## src/hdl/meteo_pkg.sv

```systemverilog
`default_nettype none

package meteo_pkg;

	// conversion sequencer states, one pass per converted word
	typedef enum logic [2:0] {
		mux_on,
		settle,
		start_conv,
		wait_eoc,
		advance,
		post_word,
		post_wait,
		wait_ready
	} acq_state_t;

	// byte dispatcher states
	typedef enum logic [1:0] {
		disp_idle,
		disp_fire,
		disp_wait_confirm,
		disp_finish
	} disp_state_t;

	// link controller states
	typedef enum logic [1:0] {
		link_idle,
		link_load,
		link_send,
		link_wait_end
	} link_state_t;

	// next bit position of the serializer
	// data bits go out msb first
	typedef enum logic [3:0] {
		start_bit,
		bit7,
		bit6,
		bit5,
		bit4,
		bit3,
		bit2,
		bit1,
		bit0,
		stop_bit
	} tx_bit_t;

endpackage

`default_nettype wire

```

## src/hdl/acquisition_sequencer.sv

```systemverilog
`timescale 1ns/1ps
`default_nettype none

module acquisition_sequencer #(
	parameter int unsigned num_channels = 8
) (
	input  logic       clock,
	input  logic       rst_n,
	input  logic       eoc,
	input  logic       dispatch_busy,
	output logic       mux_en,
	output logic       soc,
	output logic       load_dato,
	output logic [3:0] canale,
	output logic       word_ready
);
	import meteo_pkg::*;

	// highest channel number before wrapping back to 0
	localparam logic [3:0] last_channel = 4'(num_channels - 1);

	acq_state_t state;

	always_ff @(posedge clock or negedge rst_n) begin
		if (!rst_n) begin
			state      <= mux_on;
			mux_en     <= 1'b0;
			soc        <= 1'b0;
			load_dato  <= 1'b0;
			canale     <= 4'd0;
			word_ready <= 1'b0;
		end else begin
			case (state)
				// select the analog input first
				mux_on: begin
					mux_en <= 1'b1;
					state  <= settle;
				end
				// one idle cycle for the mux to settle
				settle: begin
					state <= start_conv;
				end
				start_conv: begin
					soc   <= 1'b1;
					state <= wait_eoc;
				end
				// converter busy while eoc is high
				wait_eoc: begin
					if (!eoc) begin
						load_dato <= 1'b1;
						mux_en    <= 1'b0;
						state     <= advance;
					end
				end
				// result loaded, close the conversion and step the channel
				advance: begin
					load_dato <= 1'b0;
					soc       <= 1'b0;
					if (canale == last_channel) begin
						canale <= 4'd0;
					end else begin
						canale <= canale + 4'd1;
					end
					state <= post_word;
				end
				// hand the word over to the dispatcher
				post_word: begin
					word_ready <= 1'b1;
					state      <= post_wait;
				end
				// dispatcher needs a cycle to raise busy
				post_wait: begin
					state <= wait_ready;
				end
				// both bytes confirmed once busy is seen low
				wait_ready: begin
					if (!dispatch_busy) begin
						word_ready <= 1'b0;
						state      <= mux_on;
					end
				end
				default: begin
					state <= mux_on;
				end
			endcase
		end
	end

endmodule

`default_nettype wire

```

## src/hdl/word_dispatcher.sv

```systemverilog
`timescale 1ns/1ps
`default_nettype none

module word_dispatcher (
	input  logic clock,
	input  logic rst_n,
	input  logic word_ready,
	input  logic confirm,
	output logic dispatch_busy,
	output logic shot,
	output logic add_mpx2
);
	import meteo_pkg::*;

	disp_state_t state;
	// set once the low byte has been confirmed
	logic        second_byte;

	// upper mux address follows the byte being sent
	assign add_mpx2 = second_byte;

	always_ff @(posedge clock or negedge rst_n) begin
		if (!rst_n) begin
			state         <= disp_idle;
			dispatch_busy <= 1'b0;
			shot          <= 1'b0;
			second_byte   <= 1'b0;
		end else begin
			case (state)
				disp_idle: begin
					if (word_ready) begin
						dispatch_busy <= 1'b1;
						second_byte   <= 1'b0;
						state         <= disp_fire;
					end
				end
				// one cycle request to the link controller
				disp_fire: begin
					shot  <= 1'b1;
					state <= disp_wait_confirm;
				end
				disp_wait_confirm: begin
					shot <= 1'b0;
					if (confirm) begin
						if (!second_byte) begin
							// low byte out, go again for the high byte
							second_byte <= 1'b1;
							state       <= disp_fire;
						end else begin
							second_byte   <= 1'b0;
							dispatch_busy <= 1'b0;
							state         <= disp_finish;
						end
					end
				end
				// word_ready is still high for a cycle after busy drops
				disp_finish: begin
					if (!word_ready) begin
						state <= disp_idle;
					end
				end
				default: begin
					state <= disp_idle;
				end
			endcase
		end
	end

endmodule

`default_nettype wire

```

## src/hdl/link_controller.sv

```systemverilog
`timescale 1ns/1ps
`default_nettype none

module link_controller (
	input  logic clock,
	input  logic rst_n,
	input  logic shot,
	input  logic done,
	output logic load,
	output logic send,
	output logic confirm
);
	import meteo_pkg::*;

	link_state_t state;

	// load, send and confirm each come from a different state
	always_ff @(posedge clock or negedge rst_n) begin
		if (!rst_n) begin
			state   <= link_idle;
			load    <= 1'b0;
			send    <= 1'b0;
			confirm <= 1'b0;
		end else begin
			case (state)
				link_idle: begin
					confirm <= 1'b0;
					if (shot) begin
						load  <= 1'b1;
						state <= link_load;
					end
				end
				// byte is in the buffer, ask to transmit it
				link_load: begin
					load  <= 1'b0;
					send  <= 1'b1;
					state <= link_send;
				end
				link_send: begin
					send  <= 1'b0;
					state <= link_wait_end;
				end
				// done covers both a finished frame and a refused send
				link_wait_end: begin
					if (done) begin
						confirm <= 1'b1;
						state   <= link_idle;
					end
				end
				default: begin
					state <= link_idle;
				end
			endcase
		end
	end

endmodule

`default_nettype wire

```

## src/hdl/tx_buffer.sv

```systemverilog
`timescale 1ns/1ps
`default_nettype none

module tx_buffer (
	input  logic       clock,
	input  logic       rst_n,
	input  logic       load,
	input  logic       send,
	input  logic       dsr,
	input  logic [7:0] data_in,
	input  logic       tx_end,
	output logic [7:0] out_reg,
	output logic       send_en,
	output logic       done,
	output logic       error
);
	// buffer holds a byte not yet sent or refused
	logic full;

	// holding register
	always_ff @(posedge clock) begin
		if (load && !full) begin
			out_reg <= data_in;
		end
	end

	always_ff @(posedge clock or negedge rst_n) begin
		if (!rst_n) begin
			full    <= 1'b0;
			send_en <= 1'b0;
			done    <= 1'b0;
			error   <= 1'b0;
		end else begin
			done <= 1'b0;
			// frame finished on the line
			if (tx_end) begin
				send_en <= 1'b0;
				full    <= 1'b0;
				done    <= 1'b1;
			end
			if (load) begin
				if (!full) begin
					full <= 1'b1;
				end else begin
					error <= 1'b1;
				end
			end
			if (send) begin
				if (full && dsr) begin
					error   <= 1'b0;
					send_en <= 1'b1;
				end else begin
					// refused, drop the byte and finish the transfer
					error <= 1'b1;
					full  <= 1'b0;
					done  <= 1'b1;
				end
			end
		end
	end

endmodule

`default_nettype wire

```

## src/hdl/serial_transmitter.sv

```systemverilog
`timescale 1ns/1ps
`default_nettype none

module serial_transmitter #(
	parameter int unsigned bit_delay = 104
) (
	input  logic       clock,
	input  logic       rst_n,
	input  logic       send_en,
	input  logic [7:0] out_reg,
	output logic       data_out,
	output logic       tx_end
);
	import meteo_pkg::*;

	localparam int unsigned cnt_w = (bit_delay > 2) ? $clog2(bit_delay) : 1;
	localparam logic [cnt_w-1:0] cnt_reload = cnt_w'(bit_delay - 1);

	logic [cnt_w-1:0] cnt;
	tx_bit_t          next_bit;
	logic             bit_value;

	// line level for the position about to go out
	always_comb begin
		case (next_bit)
			start_bit: bit_value = 1'b0;
			bit7:      bit_value = out_reg[7];
			bit6:      bit_value = out_reg[6];
			bit5:      bit_value = out_reg[5];
			bit4:      bit_value = out_reg[4];
			bit3:      bit_value = out_reg[3];
			bit2:      bit_value = out_reg[2];
			bit1:      bit_value = out_reg[1];
			bit0:      bit_value = out_reg[0];
			default:   bit_value = 1'b1;
		endcase
	end

	always_ff @(posedge clock or negedge rst_n) begin
		if (!rst_n) begin
			cnt      <= '0;
			next_bit <= start_bit;
			data_out <= 1'b1;
			tx_end   <= 1'b0;
		end else if (!send_en || tx_end) begin
			// idle between frames, line high
			cnt      <= '0;
			next_bit <= start_bit;
			data_out <= 1'b1;
			tx_end   <= 1'b0;
		end else if (cnt == '0) begin
			// bit period over, put the next bit on the line
			data_out <= bit_value;
			cnt      <= cnt_reload;
			if (next_bit == stop_bit) begin
				next_bit <= start_bit;
			end else begin
				next_bit <= tx_bit_t'(next_bit + 4'd1);
			end
		end else begin
			cnt <= cnt - 1'b1;
			// start_bit as next position means the stop bit is on the line
			tx_end <= (cnt == cnt_w'(1)) && (next_bit == start_bit);
		end
	end

endmodule

`default_nettype wire

```

## src/hdl/meteo_interface.sv

```systemverilog
`timescale 1ns/1ps
`default_nettype none

module meteo_interface #(
	parameter int unsigned bit_delay    = 104,
	parameter int unsigned num_channels = 8
) (
	input  logic       clock,
	input  logic       rst_n,
	input  logic       eoc,
	input  logic [7:0] data_in,
	input  logic       dsr,
	output logic       soc,
	output logic       load_dato,
	output logic       add_mpx2,
	output logic [3:0] canale,
	output logic       mux_en,
	output logic       error,
	output logic       data_out
);
	// sequencer to dispatcher
	logic       word_ready;
	logic       dispatch_busy;
	// dispatcher to link controller
	logic       shot;
	logic       confirm;
	// link controller to buffer
	logic       load;
	logic       send;
	logic       done;
	// buffer to transmitter
	logic [7:0] out_reg;
	logic       send_en;
	logic       tx_end;

	acquisition_sequencer #(
		.num_channels(num_channels)
	) i_sequencer (
		.clock(clock),
		.rst_n(rst_n),
		.eoc(eoc),
		.dispatch_busy(dispatch_busy),
		.mux_en(mux_en),
		.soc(soc),
		.load_dato(load_dato),
		.canale(canale),
		.word_ready(word_ready)
	);

	word_dispatcher i_dispatcher (
		.clock(clock),
		.rst_n(rst_n),
		.word_ready(word_ready),
		.confirm(confirm),
		.dispatch_busy(dispatch_busy),
		.shot(shot),
		.add_mpx2(add_mpx2)
	);

	link_controller i_link (
		.clock(clock),
		.rst_n(rst_n),
		.shot(shot),
		.done(done),
		.load(load),
		.send(send),
		.confirm(confirm)
	);

	tx_buffer i_buffer (
		.clock(clock),
		.rst_n(rst_n),
		.load(load),
		.send(send),
		.dsr(dsr),
		.data_in(data_in),
		.tx_end(tx_end),
		.out_reg(out_reg),
		.send_en(send_en),
		.done(done),
		.error(error)
	);

	serial_transmitter #(
		.bit_delay(bit_delay)
	) i_transmitter (
		.clock(clock),
		.rst_n(rst_n),
		.send_en(send_en),
		.out_reg(out_reg),
		.data_out(data_out),
		.tx_end(tx_end)
	);

endmodule

`default_nettype wire

```

## config.mk

```make
export PLATFORM = sky130hd
export DESIGN_NAME = meteo_interface
export DESIGN_NICKNAME = d
export VERILOG_FILES = /design/src/hdl/meteo_pkg.sv /design/src/hdl/acquisition_sequencer.sv /design/src/hdl/word_dispatcher.sv /design/src/hdl/link_controller.sv /design/src/hdl/tx_buffer.sv /design/src/hdl/serial_transmitter.sv /design/src/hdl/meteo_interface.sv
export SDC_FILE = /design/constraint.sdc
export NUM_CORES = 1
export LEC_CHECK = 0
export ABC_AREA = 1
export CORE_MARGIN = 2
export CORE_UTILIZATION = 45
export CTS_CLUSTER_DIAMETER = 100
export DETAILED_ROUTE_END_ITERATION = 12
export DONT_BUFFER_PORTS = 1
export PLACE_DENSITY = 0.63
export SLEW_MARGIN = 20
export SYNTH_ARGS = -nofsm -noshare
export SYNTH_HDL_FRONTEND = slang
export SYNTH_SLANG_ARGS = --single-unit
```

## constraint.sdc

```tcl
create_clock -name clock -period 1.6 [get_ports clock]
set_input_delay 0.08 -clock clock [delete_from_list [all_inputs] [get_ports clock]]
set_output_delay 0.08 -clock clock [all_outputs]
set_load 0.01 [all_outputs]
```

==> results of run 1 <==
[cells in the final DEF, fill, tap and decap left out, types with 3 or more instances in the layout]
cell type	netlist	layout
clkbuf_8	0	6
o21ai_1	3	3
nand2_1	42	42
edfxtp_1	8	8
dlygate4sd3_1	0	11
nor3_1	4	4
inv_1	38	38
nor2_1	19	19
nand3_1	11	11
xor2_1	4	4
a21oi_1	9	9
inv_2	4	4
ha_1	12	12
nand2_2	4	4
nor2_2	5	5
o21ai_0	22	22
dfrtp_1	37	37
[per-stage QoR]
step	instances	setup WS, ps	hold slack, ps	power, mW
floorplan	239	367	-216	2.61
global placement	307	230	-215	2.82
detailed placement	307	226	-215	2.84
CTS	327	204	7.79	3.63
global route	327	2.52	21.0	3.90
finish	327	214	16.3	3.57
[metal layers]
| metal | GRT usage, % | routed length (um) |
|---|---|---|
| met1 | 19.5 | 1740 |
| met2 | 24.4 | 1690 |
| met3 | 4.20 | 108 |
| met4 | 4.85 | 51 |
| met5 | 0 | 0 |
[layout make-up]
cell class	count	area, um2	area share [%]
inverters	42	158	6.25
clock inverters	1	5.00	0.199
multi-input cells	151	858	34.0
flip-flops and latches	46	1190	47.3
well taps	67	83.8	3.33
repair buffers	13	138	5.46
clock buffers	7	86.3	3.42
[final timing paths]
kind | end | depth (start not counted) | slack, ps | from
max in group asynchronous | i_transmitter.data_out | 2 | 1100 | rst_n
worst max register to register | i_transmitter.data_out | 9 | 210 | i_transmitter.cnt[0]
worst min-delay path | i_sequencer.state[0] | 2 | 20 | eoc
min in group asynchronous | i_dispatcher.add_mpx2 | 2 | 250 | rst_n
worst min register to register | i_buffer.full | 1 | 500 | i_link.send
worst max-delay path | i_transmitter.data_out | 9 | 210 | i_transmitter.cnt[0]
[critical path: stages, from the launching register on]
cell and delay [ps]:
dfrtp_1 410, inv_1 80, ha_1 170, inv_1 50
nor2_2 160, nand3_1 140, nor2_1 130, nand3_1 80
nand2_1 60, inv_1 30
[timing repair]
| action | CTS | global route |
|---|---|---|
| hold buffers | 12 | 0 |
| hold endpoints to repair | 51 | 0 |
| endpoints found under the setup margin | 0 | 0 |
[power groups by stage]
stage          logic, mW  registers, mW  clock network, mW
3_5_place_dp       0.956           1.89                  0
6_report           0.991           1.86              0.719
4_1_cts             1.01           1.86              0.757
2_1_floorplan      0.785           1.82                  0
5_1_grt             1.20           1.91              0.791
3_3_place_gp       0.937           1.88                  0
[cells by family (layout without fill, tap and decap cells)]
| family | Yosys count | after routing | synth area share (%) |
|---|---|---|---|
| fa+ha+maj | 12 | 12 | 6.80 |
| compound gates | 41 | 41 | 10.2 |
| simple gates | 93 | 93 | 19.9 |
| xor+xnor | 5 | 5 | 1.98 |
| buf+inv | 42 | 63 | 7.14 |
| flops | 46 | 46 | 54.0 |
==> impl_metrics.ini, run 1 <==
[finish]
fillerInstances = 430
final_area_um2 = 2520
antennaDiodeCount = 0
drive_above_1_share_pct = 10.4
final_util_pct = 53.4
largest_reg_flops = 8
fin_nets = 283
layout-area-overhead-vs-synth_pct = 14.2

[timing]
fin_crit_ps = 1390
fmax_mhz = 721
hold_viol_final = 0
worstMarginPinSlew_ps = 363
fin_skew_ps = 6.52
rsz0062_at_grt = false
drv_slew = 0
setup_viol = 0
slew_headroom_pct = 75.6
finalCritPeriodShare_pct = 86.6
fin_setup_tns_ps = 0

[placed_design]
post_dp_cell_area_um2 = 2300
dp_hpwl_mm = 2.59
gp_congestion = 0.780
io_buffers = 0

[global_route]
grt_max_degree = 39
antenna_found_initial = 0
grt-ovfl-total = 0
gr-usage-all-layers_pct = 15.0
grt_pass1_vias = 1449
grt_pass1_wl_mm = 6.27

[worst_setup_path]
critical_path_class = flop to flop
startpoint_type = flop
crit_path_end_kind = flop
worstPathArrival_ps = 1620
worstPathMaxFanout = 4
required_ps = 1830

[power]
cellPowerDensity_nw_per_um2 = 1420
p_switching_mw = 1.26
power_frac_seq_pct = 52.1
clockPowerShare_pct = 20.1
p_int_mw = 2.31
peakVddDrop_v = 0.000747
p_leak_nw = 1.24
power.share.switching_pct = 35.3
p_comb_share_pct = 27.8

[clock_tree]
cts_setup_buffers = 0
clk_latency_ps = 290
htreeDepth = 2
cts_tree = done
cts.sinks = 46
clk_pin_slew_ps = 80
post_cts_resized = 0
numCtsBuffers = 5
cts_root_buf = clkbuf_8
cts_buffer_depth = 2

[yosys]
ys_types = 29
synth-seq-area-share_pct = 54.0
synth_top_area_share_pct = 41.9
netlist_area_um2 = 2210
syn_nets = 263
synth_seq_cells = 46
ys_top_cells_by_count = nand2_1 (42), inv_1 (38), dfrtp_1 (37)
yosysMostFrequentCell = nand2_1
async_flop_share_pct = 82.6
synthesis.instances = 239
yosys_warnings = 0
yosys-top-cells-area = dfrtp_1 (42%), edfxtp_1 (11%), nand2_1 (7.1%)
syn_avg_cell_area_um2 = 9.24
synth_edf_count = 8
synth_ff_type = dfrtp_1
synth_top_area_cell = dfrtp_1

[detailed_routing]
drt_pass1_iterations = 4
post_drt_via_cell_ratio = 4.68
dr.first_iter.drc_count = 70
finalWirelength_mm = 3.59
drc = 0
vias = 1530
ant_nets = 0
wl_per_cell_um = 11.0

[die]
dieArea_um2 = 5480
die_y_um = 74.1
initial_core_util_pct = 46.8
rows = 25
floorplan.core_area_um2 = 4720
dieWidth_um = 74.1
ios = 22

[flow_run]
maxCapViolations = 0

[min_path]
min_path_type = primary input to flop

[outcome]
status = finished clean
(Power assumes the default switching activity.)
==> inputs of run 2 (changes only) <==
Settings changed: CORE_UTILIZATION 45 to 49, PLACE_DENSITY 0.63 to 0.67.
==> impl_metrics.ini, run 2 (synthesized netlist as in run 1, its figures left out) <==
[worst_setup_path]
reg2reg_from = i_dispatcher.state[0]
critical_path_class = flop to flop
critical-path-max-stage-delay_ps = 380
required_ps = 1770
worstPathMaxFanout = 7
crit_path_top_delay_cell = dfrtp_1
cpMostUsedCell = o21ai_0
critical_path.top_delay_family = compound AO/OA/AOI/OAI gates
worstPathArrival_ps = 1570
cp_num_buf_inv = 1
reg2reg_to = i_dispatcher.dispatch_busy
startpoint_type = flop
path_cells = inv_1, ha_1, nand2_1, o211ai_1, o21ai_0, o21ai_0
rrSetupSlack_ps = 190
crit_start = i_dispatcher.state[0]
reg2regPathDepth = 6
crit_path_end_kind = flop

[clock_tree]
post_cts_resized = 0
cts_root_buf = clkbuf_8
cts_setup_buffers = 0
cts_buffer_depth = 2
numCtsBuffers = 5
cts.sinks = 46
cts_tree = done
htreeDepth = 2
clk_latency_ps = 290
clk_pin_slew_ps = 70
cts_hold_buf = 12

[finish]
antennaDiodeCount = 0
final_common_cell = nand2_1
mostFrequentLayoutCells = nand2_1 (42), inv_1 (38), dfrtp_1 (37)
largest_reg_flops = 8
fin_nets = 283
drive_above_1_share_pct = 10.4
layout-area-overhead-vs-synth_pct = 13.3
final_util_pct = 57.5

[global_route]
antenna_found_initial = 0
grt-ovfl-total = 0
grt_pass1_vias = 1515
gr-usage-all-layers_pct = 17.0
grt_pass1_wl_mm = 6.76
grt_max_degree = 39

[power]
p_leak_nw = 1.24
p_comb_share_pct = 28.2
p_switching_mw = 1.28
power_frac_seq_pct = 51.9
cellPowerDensity_nw_per_um2 = 1440
power.share.switching_pct = 35.7
clockPowerShare_pct = 19.9
peakVddDrop_v = 0.000901
p_int_mw = 2.31

[die]
floorplan.core_area_um2 = 4350
dieArea_um2 = 5060
die_y_um = 71.1
ios = 22
rows = 24
dieWidth_um = 71.1
initial_core_util_pct = 50.7

[detailed_routing]
dr.first_iter.drc_count = 59
vias = 1561
drt_pass1_iterations = 4
wl_per_cell_um = 12.1
drc = 0
finalWirelength_mm = 3.76
ant_nets = 0
post_drt_via_cell_ratio = 5.00

[timing]
setup_viol = 0
fin_crit_ps = 1410
fin_skew_ps = 6.32
rsz0062_at_grt = false
worstMarginPinSlew_ps = 362
fmax_mhz = 710
slew_headroom_pct = 75.7
fin_setup_tns_ps = 0
finalCritPeriodShare_pct = 88.0
hold_viol_final = 0
drv_slew = 0

[flow_run]
maxCapViolations = 0

[min_path]
min_path_type = primary input to flop
worstHoldPathCells = 2
min_to = i_sequencer.state[0]
min_from = eoc

[placed_design]
io_buffers = 0
dp_hpwl_mm = 2.67
gp_congestion = 0.866

[outcome]
status = finished clean
==> run 2: cell counts in the layout (fill, tap and decap cells not counted) <==
No cell type changed its count.
==> run 2: how the worst max path moves through the flow <==
stage	slack [ps]	end	depth (start not counted)
2_1_floorplan	370	i_dispatcher.dispatch_busy	6
4_1_cts	190	i_dispatcher.state[0]	7
6_report	190	i_dispatcher.dispatch_busy	6
3_3_place_gp	220	i_dispatcher.state[0]	7
3_5_place_dp	200	i_dispatcher.dispatch_busy	6
5_1_grt	20	i_transmitter.data_out	9
==> run 2: cell type report <==
class,instances,area [um2]
multi-input cells,151,858
clock buffers,7,86.3
clock inverters,1,5.00
inverters,42,158
repair buffers,13,138
flip-flops and latches,46,1190
fillers,361,1850
well taps,52,65.1
==> run 2: power by group through the flow <==
stage	clock network [mW]	logic, mW	registers [mW]
6_report	0.717	1.01	1.87
5_1_grt	0.784	1.21	1.92
4_1_cts	0.741	1.03	1.87
3_5_place_dp	0	0.976	1.89
3_3_place_gp	0	0.940	1.88
2_1_floorplan	0	0.785	1.82
==> run 2: metal layers <==
layer	up-vias	wire length [um]	global-route usage [%]
li1	807	-	-
met3	9	121	4.99
met4	0	70	7.13
met2	15	1860	28.5
met1	730	1710	20.7
met5	-	0	0
==> run 2: worst register-to-register path, delay by kind of cell, from the launching register on <==
family / cells / cell delay (ps)
AO/OA/AOI/OAI: 3 / 410
flip-flops: 1 / 380
adder cells (fa/ha/maj): 1 / 290
AND/OR/NAND/NOR: 1 / 120
buffers and inverters: 1 / 100
==> run 2: through the flow <==
step,cells,power [mW],hold slack [ps],worst slack (ps),instance area (um2)
final,312,3.60,4.49,192,2500
after global routing,312,3.91,75.9,16.0,2500
after CTS,312,3.64,3.00,191,2500
after detailed placement,292,2.87,-215,202,2280
after global placement,292,2.82,-215,220,2280
after floorplan,239,2.61,-216,367,2210
